File: src/source/lsu_pkg.sv
package lsu_pkg;

    // data memory geometry
    // word index selects one 32-bit word of the bank
    localparam int WORD_ADDR_W = 8;

    // byte address adds the two offset bits below the word index
    localparam int BYTE_ADDR_W = WORD_ADDR_W + 2;

    // one word per index value
    localparam int MEM_WORDS = 1 << WORD_ADDR_W;

    // funct3 codes of the RV32I loads and stores
    // the two low bits give the access size, bit 2 marks an unsigned load

    // byte, sign-extended on load
    localparam logic [2:0] F3_B = 3'b000;

    // halfword, sign-extended on load
    localparam logic [2:0] F3_H = 3'b001;

    // full word
    localparam logic [2:0] F3_W = 3'b010;

    // byte, zero-extended
    localparam logic [2:0] F3_BU = 3'b100;

    // halfword, zero-extended
    localparam logic [2:0] F3_HU = 3'b101;

    // 011, 110 and 111 have no load format and pass the word through

    // one memory word, read either as bytes or as halfwords
    // lane 0 sits at the lowest byte address (little endian)
    typedef union packed {
        // byte lanes, bytes[0] = bits 7:0
        logic [3:0][7:0] bytes;
        // halfword lanes, halves[0] = bits 15:0
        logic [1:0][15:0] halves;
    } mem_word_u;

endpackage
File: src/source/load_data_converter.sv
module load_data_converter
    import lsu_pkg::*;
(
    input  logic        clk,
    input  logic        arst_n,
    // read word and its tags from the memory bank
    input  logic        rd_valid,
    input  logic [31:0] rd_word,
    input  logic [2:0]  rd_funct3,
    input  logic [1:0]  rd_offset,
    // formatted load result
    output logic        load_done,
    output logic [31:0] load_data
);

    mem_word_u   word;
    logic [7:0]  sel_byte;
    logic [15:0] sel_half;
    logic [31:0] ext_data;

    assign word = rd_word;

    // byte lane picked by the full offset
    assign sel_byte = word.bytes[rd_offset];

    // halfword lane picked by offset bit 1
    // bit 0 is always clear here, the issue stage faults odd halfwords
    assign sel_half = word.halves[rd_offset[1]];

    // extension by funct3
    always_comb
    begin
        case (rd_funct3)
            // LB
            F3_B:
            begin
                ext_data = {{24{sel_byte[7]}}, sel_byte};
            end
            // LH
            F3_H:
            begin
                ext_data = {{16{sel_half[15]}}, sel_half};
            end
            // LW
            F3_W:
            begin
                ext_data = word;
            end
            // LBU
            F3_BU:
            begin
                ext_data = {24'd0, sel_byte};
            end
            // LHU
            F3_HU:
            begin
                ext_data = {16'd0, sel_half};
            end
            // undefined formats return the raw word
            default:
            begin
                ext_data = word;
            end
        endcase
    end

    // result strobe
    always_ff @(posedge clk or negedge arst_n)
    begin
        if (!arst_n)
        begin
            load_done <= 1'b0;
        end
        else
        begin
            load_done <= rd_valid;
        end
    end

    // result data, only meaningful with load_done
    always_ff @(posedge clk)
    begin
        if (rd_valid)
        begin
            load_data <= ext_data;
        end
    end

    // misaligned halfwords must have been stopped two stages earlier
    a_half_aligned: assert property (
        @(posedge clk) disable iff (!arst_n)
        (rd_valid && ((rd_funct3 == F3_H) || (rd_funct3 == F3_HU))) |-> !rd_offset[0]
    );

endmodule

File: config.mk
export PLATFORM = sky130hd
export DESIGN_NAME = load_data_converter
export DESIGN_NICKNAME = d
export VERILOG_FILES = /design/src/source/lsu_pkg.sv /design/src/source/load_data_converter.sv
export SDC_FILE = /design/constraint.sdc
export NUM_CORES = 1
export LEC_CHECK = 0
export BUFFER_PORTS_ARGS = -buffer_cell sky130_fd_sc_hd__buf_4
export CORE_ASPECT_RATIO = 1.5
export CORE_MARGIN = 5
export CORE_UTILIZATION = 48
export CTS_CLUSTER_DIAMETER = 60
export DETAILED_ROUTE_END_ITERATION = 16
export GPL_ROUTABILITY_DRIVEN = 1
export PLACE_DENSITY = 0.8
export SETUP_SLACK_MARGIN = 0.1
export SKIP_CTS_REPAIR_TIMING = 1
export SYNTH_ARGS = -nofsm -noshare
export SYNTH_HDL_FRONTEND = slang
export SYNTH_SLANG_ARGS = --single-unit
File: constraint.sdc
create_clock -name clk -period 0.8 [get_ports clk]
set_clock_uncertainty 0.2 [all_clocks]
set_input_delay 0.24 -clock clk [delete_from_list [all_inputs] [get_ports clk]]
set_output_delay 0.24 -clock clk [all_outputs]
set_load 0.01 [all_outputs]
==> impl_metrics.py <==
metrics = {
    "cts": {
        "cts_tree": "done",
        "cts_sinks": 33,
        "cts_buffer_depth": 2,
        "cts_buffers": 5,
        "htreeDepth": 2,
        "path_clk_slew_ps": 70,
        "clock-root-buffer": "clkbuf_8",
    },
    "yosys": {
        "yosys.area.top_type": "edfxtp_1",
        "postSynthAreaPerCell_um2": 11.8,
        "synth_edf_count": 32,
        "synth-seq-cells": 33,
        "yosysUniqueCellTypes": 23,
        "synth_area_leaders": "edfxtp_1, mux2i_1, nand2_1",
        "yosysSeqAreaShare_pct": 55.2,
        "syn_area_um2": 1790,
        "postSynthCellCount": 151,
        "synthFlopType": "edfxtp_1",
        "yosys-top-cells-count": "edfxtp_1, nand2_1, mux2i_1",
        "netlist.area_leader.share_pct": 53.8,
        "ys_async_sr_fraction_pct": 3.03,
        "syn_nets": 191,
        "yosys_warnings": 0,
    },
    "critical_path": {
        "arrival_ps": 1380,
        "slowest_stage": "mux4_2",
        "critPathMaxFanout": 7,
        "path_depth": 6,
        "cp-endpoint": "load_data[31]",
        "critPathMaxStageDelay_ps": 530,
        "criticalPathCategory": "in -> reg",
        "cp_cell_sequence": "buf_8 > mux4_2 > a22oi_2 > buf_6 > clkbuf_16 > nand2_1",
        "worstSetupStartpoint": "rd_offset[0]",
        "worst-path-buf-inv": 3,
        "endpoint_kind": "register",
        "path_delay_family": "multiplexers",
        "start_kind": "primary input",
        "worstPathRequired_ps": 640,
    },
    "timing": {
        "post-route-min-period_ps": 1540,
        "slew_violations": 0,
        "fin_crit_sh_pct": 193,
        "fin_hold_ws_ps": 24.8,
        "rsz0062_at_grt": "yes",
        "setup_viol": 65,
        "worst_slack_ps": -743,
        "fmax_mhz": 648,
        "fin_tns_setup_ps": -36530,
        "slew_headroom_pct": 56.5,
        "hold_viol_final": 0,
        "tightest_slew_ps": 652,
    },
    "global_routing": {
        "grt_max_degree": 21,
        "grt_pass1_vias": 1661,
        "groute.usage.overall_pct": 20.4,
        "overflow": 0,
        "grt_pass1_wl_um": 7800,
        "antenna_found_initial": 0,
    },
    "power_and_ir_drop": {
        "finalPower_uw": 4990,
        "switchingPower_uw": 1220,
        "comb_power_share_pct": 25.6,
        "ir_worst_vdd_mv": 1.83,
        "internal-power_uw": 3770,
        "switching_share_pct": 24.5,
        "clockPowerShare_pct": 30.7,
        "cellLeakagePower_uw": 0.00133,
        "p_per_area_nw_per_um2": 1710,
        "seq_power_share_pct": 43.6,
    },
    "die": {
        "dieArea_um2": 5060,
        "core_area_um2": 3650,
        "die_y_um": 84.7,
        "fp.dieW_um": 59.8,
        "ios": 73,
        "row_count": 27,
        "start_util_pct": 48.9,
    },
    "layout": {
        "fin_area_um2": 2910,
        "final_nets": 293,
        "drive_gt1_share_pct": 49.2,
        "final_util_pct": 79.8,
        "syn_to_final_growth_pct": 63.1,
        "num_antenna_cells": 0,
    },
    "outcome": {
        "violations": "negative setup slack",
        "status": "finished, violations left",
    },
    "placed_design": {
        "io_buffers": 72,
        "hpwl_um": 3840,
        "place_area_um2": 2550,
        "place.gp.congestion": 0.872,
    },
    "drt": {
        "drc_errors": 0,
        "ant_nets": 0,
        "wirelength_um": 5580,
        "firstDrtPassIters": 4,
        "via_per_inst": 5.78,
        "vias": 1718,
        "wl_per_cell_um": 18.8,
        "dr.first_iter.drc_count": 77,
    },
    "min_path": {
        "min_from": "rd_word[4]",
        "hold_class": "in -> reg",
    },
    "run": {
        "maxCapViolations": 0,
    },
}
power groups by stage:
stage | Clock [µW] | Sequential, µW | Combinational [µW]
detailed placement | 0 | 2190 | 1100
floorplan | 0 | 2280 | 370
global route | 1610 | 2190 | 1350
global placement | 0 | 2180 | 1070
CTS | 1530 | 2160 | 1110
finish | 1540 | 2180 | 1280
area by class of cell:
class / instances / area (µm²)
Multi-Input combinational cell: 102 / 732
Timing Repair Buffer: 110 / 1030
Sequential cell: 33 / 986
Inverter: 1 / 7.51
Clock inverter: 2 / 33.8
Clock buffer: 6 / 72.6
Tap cell: 43 / 53.8
Fill cell: 220 / 736
state kept, by name, indices dropped and copies added (netlist names):
| signal | cells |
|---|---|
| load_data | 32 |
| load_done | 1 |
placed cells by master (no fill, tap or decap), types with 3 or more instances in the layout:
master and n:
a21oi_1 8, a221o_1 8, a22o_1 8, buf_4 70
buf_6 33, clkbuf_8 5, edfxtp_1 32, mux2i_1 14
nand2_1 28, nand2_2 3, nand3b_1 8, nor2b_1 8
o22a_1 8
metal layers:
layer  wire (µm)  part of all wire [%]  up-vias  track usage, %
met3         395                   7.1       23            3.54
met1        1850                    33      827            21.5
li1            -                     -      771               -
met5           0                     0        -               0
met4         231                   4.1        0            8.67
met2        3110                    56       97            37.8
logic make-up after synthesis:
kind of cell,Yosys count,synth area share (%)
AOI/OAI and AO/OA,34,15.7
buffers and inverters,16,4.83
DFF,33,55.2
muxes,16,9.74
and+or+nand+nor,52,14.5
worst min-delay path by stage:
stage	to	slack (ps)	depth (start not counted)
global placement	load_done	-180	1
CTS	load_done	-490	1
global route	load_done	30	2
detailed placement	load_done	-180	1
floorplan	load_done	-260	0
finish	load_data[4]	20	2
metrics by stage:
step                      worst slack (ps)  instances
after CTS                             -737        290
after detailed placement             -1040        282
final                                 -743        297
after global routing                  -754        297
after floorplan                      -1020        151
after global placement                -994        282
No activity file was read; power rests on OpenSTA's default activity.
