===== src/source/lsu_pkg.sv =====
package lsu_pkg;

    // data memory geometry
    // word index selects one 32-bit word of the bank
    localparam int WORD_ADDR_W = 8;

    // byte address adds the two offset bits below the word index
    localparam int BYTE_ADDR_W = WORD_ADDR_W + 2;

    // one word per index value
    localparam int MEM_WORDS = 1 << WORD_ADDR_W;

    // funct3 codes of the RV32I loads and stores
    // the two low bits give the access size, bit 2 marks an unsigned load

    // byte, sign-extended on load
    localparam logic [2:0] F3_B = 3'b000;

    // halfword, sign-extended on load
    localparam logic [2:0] F3_H = 3'b001;

    // full word
    localparam logic [2:0] F3_W = 3'b010;

    // byte, zero-extended
    localparam logic [2:0] F3_BU = 3'b100;

    // halfword, zero-extended
    localparam logic [2:0] F3_HU = 3'b101;

    // 011, 110 and 111 have no load format and pass the word through

    // one memory word, read either as bytes or as halfwords
    // lane 0 sits at the lowest byte address (little endian)
    typedef union packed {
        // byte lanes, bytes[0] = bits 7:0
        logic [3:0][7:0] bytes;
        // halfword lanes, halves[0] = bits 15:0
        logic [1:0][15:0] halves;
    } mem_word_u;

endpackage

===== src/source/mem_access_issue.sv =====
module mem_access_issue
    import lsu_pkg::*;
(
    input  logic                   clk,
    input  logic                   arst_n,
    // request strobe, one request per high cycle
    input  logic                   req_valid,
    input  logic                   req_store,
    input  logic [2:0]             req_funct3,
    input  logic [BYTE_ADDR_W-1:0] req_addr,
    input  logic [31:0]            req_wdata,
    // memory command
    output logic                   mem_en,
    output logic                   mem_we,
    output logic [3:0]             mem_be,
    output logic [WORD_ADDR_W-1:0] mem_word_addr,
    output logic [31:0]            mem_wdata,
    // tags carried along with a read
    output logic [2:0]             mem_funct3,
    output logic [1:0]             mem_offset,
    // rejected request pulse
    output logic                   access_fault
);

    logic [1:0] size;
    logic [1:0] offset;
    logic       misaligned;
    logic       bad_store;
    logic       fault;
    logic [3:0] be;
    mem_word_u  lane_data;

    // access size comes straight from funct3[1:0]
    assign size   = req_funct3[1:0];
    assign offset = req_addr[1:0];

    // halfwords need an even offset, words a zero one
    // bytes and size 11 have no alignment rule
    assign misaligned = ((size == F3_H[1:0]) && offset[0])
                     || ((size == F3_W[1:0]) && (offset != 2'b00));

    // stores only exist as SB, SH, SW
    assign bad_store = req_store && (req_funct3[2] || (size == 2'b11));

    assign fault = misaligned || bad_store;

    // store data lanes and byte enables
    always_comb
    begin
        lane_data = req_wdata;
        be        = 4'b1111;
        case (size)
            F3_B[1:0]:
            begin
                // same byte in every lane, enable only the addressed one
                for (int i = 0; i < 4; i++)
                begin
                    lane_data.bytes[i] = req_wdata[7:0];
                end
                be = 4'b0001 << offset;
            end
            F3_H[1:0]:
            begin
                // low byte to even lanes, high byte to odd lanes
                for (int i = 0; i < 4; i++)
                begin
                    lane_data.bytes[i] = i[0] ? req_wdata[15:8] : req_wdata[7:0];
                end
                be = offset[1] ? 4'b1100 : 4'b0011;
            end
            default:
            begin
                // word (and loads of size 11) use the data as is
                lane_data = req_wdata;
                be        = 4'b1111;
            end
        endcase
    end

    // control: either a memory command or a fault, never both
    always_ff @(posedge clk or negedge arst_n)
    begin
        if (!arst_n)
        begin
            mem_en       <= 1'b0;
            mem_we       <= 1'b0;
            access_fault <= 1'b0;
        end
        else
        begin
            mem_en       <= req_valid && !fault;
            mem_we       <= req_valid && !fault && req_store;
            access_fault <= req_valid && fault;
        end
    end

    // command payload, qualified by mem_en downstream
    always_ff @(posedge clk)
    begin
        mem_be        <= be;
        mem_word_addr <= req_addr[BYTE_ADDR_W-1:2];
        mem_wdata     <= lane_data;
        mem_funct3    <= req_funct3;
        mem_offset    <= offset;
    end

    // a request leaves either as a command or as a fault
    a_cmd_xor_fault: assert property (
        @(posedge clk) disable iff (!arst_n)
        !(mem_en && access_fault)
    );

endmodule


===== config.mk =====
export PLATFORM = sky130hd
export DESIGN_NAME = mem_access_issue
export DESIGN_NICKNAME = d
export VERILOG_FILES = /design/src/source/lsu_pkg.sv /design/src/source/mem_access_issue.sv
export SDC_FILE = /design/constraint.sdc
export NUM_CORES = 1
export LEC_CHECK = 0
export ABC_AREA = 1
export BUFFER_PORTS_ARGS = -buffer_cell sky130_fd_sc_hd__buf_2
export CORE_ASPECT_RATIO = 1.5
export CORE_MARGIN = 10
export CORE_UTILIZATION = 40
export CTS_CLUSTER_DIAMETER = 80
export CTS_CLUSTER_SIZE = 30
export DETAILED_ROUTE_END_ITERATION = 8
export GPL_TIMING_DRIVEN = 0
export HOLD_SLACK_MARGIN = 0.02
export PLACE_DENSITY = 0.79
export SLEW_MARGIN = 10
export SYNTH_ARGS = -nofsm -noshare
export SYNTH_HDL_FRONTEND = slang
export SYNTH_SLANG_ARGS = --single-unit

===== constraint.sdc =====
create_clock -name clk -period 0.8 [get_ports clk]
set_input_delay 0.04 -clock clk [delete_from_list [all_inputs] [get_ports clk]]
set_output_delay 0.04 -clock clk [all_outputs]
set_load 0.01 [all_outputs]

==> flow_summary.toml <==
[floorplanning]
start_util = 0.419
rows = 28
io_pins = 101
die-width_um = 72.8
die_h_um = 99.2
dieArea_um2 = 7220
fp.coreArea_um2 = 3990

[route]
drt_iter0_drc = 37
wl_per_cell_um = 15.8
wirelength_um = 5650
drc = 0
routed_via_density = 4.43
via_count = 1586
first_pass_iters = 4
final_antenna_net_count = 0

[power]
p_per_area_nw_per_um2 = 1920
switching_power_uw = 1340
p_seq_frac = 0.492
p_int_uw = 4450
leakage_uw = 0.00158
ir_worst_vdd_mv = 2.15
fin_total_pwr_uw = 5790
clockPowerShare = 0.331
p_sw_frac = 0.232
pwr-share-comb = 0.177

[placement]
port_buffers = 100
gp_congestion = 0.748
dp_cells = 301
place_area_um2 = 2230
place_hpwl_um = 3620

[sta]
worst_slew_pin_slew_ns = 0.206
slew_viol_final = 0
fmax_mhz = 1160
setup_viol = 6
fin_hold_ws_ns = 0.0431
final.min_clock_period_ns = 0.864
rsz0062_at_grt = "true"
finalHoldViolCount = 0
setup_ws_ns = -0.0637
max_slew_margin = 0.863
finalCritPeriodShare = 1.08

[logic_synthesis]
synth_fp_nets = 205
mappedNetlistArea_um2 = 1670
yosys.cell_types.count = 19
synthCells = 156
syn_avg_cell_area_um2 = 10.7
ys_warn_count = 0
yosysSeqAreaShare = 0.631
ys_seq_elements = 52

[final_layout]
final_cell_mix = "buf_2 (81), dlygate4sd3_1 (49), nand2_1 (46)"
mostFrequentLayoutCell = "buf_2"
layout.nets = 361
utilization = 0.754
instances_no_fill = 358
design_area_um2 = 3010
syn_to_final_growth_pct = 80.0
n_antenna_cell = 0
drive_above_1_share = 0.527

[cts]
root_buffer = "clkbuf_8"
numCtsBuffers = 5
cts_setup_buffers = 0
cts_tree = "done"
clkTransAtPathRegs_ns = 0.09
clockBufferDepth = 2
cts.sinks = 52
htree_levels = 2

[min_path]
hp-class = "in -> async"

[worst_setup_path]
cp-endpoint = "access_fault"
cp_data_required_time_ns = 0.76
endpoint_kind = "primary output"
worstPathMaxFanout = 1
slowest_delay_ns = 0.40
crit_path_start_kind = "flip-flop"
path_class = "reg -> out"
arrival_ns = 0.82
crit_path_cell_trace = "buf_6"
path_buf_inv = 1
crit_path_top_delay_cell = "dfrtp_1"
startpoint = "access_fault"
crit_cells = 1
crit_family = "flip-flops"

[grt]
grt_pass1_vias = 1705
overflow = 0
antenna_found_initial = 0
grt_max_degree = 16
grt_pass1_wl_um = 8240
grtUsageTotal = 0.144

[flow_run]
max_cap_violations = 0

[status]
violations = "negative setup slack"
status = "finished, violations left"
state kept, by name (all words and copies together) (netlist names):
signal,count
access_fault,1
mem_be,4
mem_en,1
mem_funct3,3
mem_offset,2
mem_wdata,32
mem_we,1
mem_word_addr,8
power groups by stage:
stage                     Clock [µW]  Combinational [µW]  Sequential [µW]
after floorplan                    0                 257             2980
after global placement             0                 740             2860
after detailed placement           0                 752             2870
after CTS                       1970                 947             2810
after global routing            2030                1120             2860
final                           1920                1020             2850
routing by layer:
| layer | vias to the layer above | wire [µm] | track usage |
|---|---|---|---|
| met5 | - | 0 | 0 |
| met4 | 0 | 81 | 0.0528 |
| li1 | 790 | - | - |
| met2 | 78 | 3000 | 0.254 |
| met3 | 7 | 527 | 0.0687 |
| met1 | 711 | 2040 | 0.139 |
synthesized netlist by cell type:
cell type | count | area share
dfxtp_1 | 49 | 0.59
nand2_1 | 46 | 0.10
inv_1 | 10 | 0.022
o21ai_0 | 9 | 0.027
nand2_4 | 7 | 0.047
nand3_2 | 6 | 0.036
nand2_2 | 5 | 0.019
buf_2 | 3 | 0.0090
dfrtp_1 | 3 | 0.045
o211ai_2 | 3 | 0.022
buf_6 | 2 | 0.013
inv_2 | 2 | 0.0045
nor2_1 | 2 | 0.0045
nor2_2 | 2 | 0.0075
nor2_8 | 2 | 0.024
o21ai_2 | 2 | 0.010
buf_12 | 1 | 0.012
inv_4 | 1 | 0.0037
o21ai_1 | 1 | 0.0030
layout make-up:
type                            count  area [µm²]
Tap cell                           45        56.3
Buffer                              6        57.6
Fill cell                         268         983
Timing Repair Buffer              149        1130
Clock buffer                        7        96.3
Inverter                           13        51.3
Sequential cell                    52        1080
Clock inverter                      1        30.0
Multi-Input combinational cell     85         508
metrics by stage:
| stage | setup slack, ns | setup TNS [ns] |
|---|---|---|
| after floorplan | 0.155 | 0 |
| after global placement | -0.0613 | -0.414 |
| after detailed placement | -0.0848 | -0.584 |
| after CTS | -0.0569 | -0.159 |
| after global routing | -0.100 | -0.588 |
| final | -0.0637 | -0.166 |
cells by family (layout without fill, tap and decap cells):
group | Yosys count | count (layout) | share of synthesized area
AOI/OAI and AO/OA | 15 | 15 | 0.0628
buffers and inverters | 19 | 176 | 0.0651
DFF | 52 | 52 | 0.631
and+or+nand+nor | 70 | 70 | 0.241
what timing repair did:
| action | in CTS | in global routing |
|---|---|---|
| endpoints found under the hold margin | 52 | 0 |
| resized for setup | 6 | 39 |
| pin swaps | 0 | 0 |
| hold buffers | 49 | 0 |
| setup endpoints to repair | 9 | 46 |
worst min path at each step:
stage / slack [ns] / startpoint / cells past startpoint / end
6_report: 0.04 / arst_n / 2 / mem_en
5_1_grt: 0.03 / arst_n / 2 / mem_en
4_1_cts: 0.04 / req_addr[1] / 3 / mem_be[2]
3_5_place_dp: -0.16 / arst_n / 1 / mem_en
3_3_place_gp: -0.17 / arst_n / 1 / mem_we
2_1_floorplan: -0.26 / arst_n / 0 / access_fault
Power figures use the tool's default switching activity.
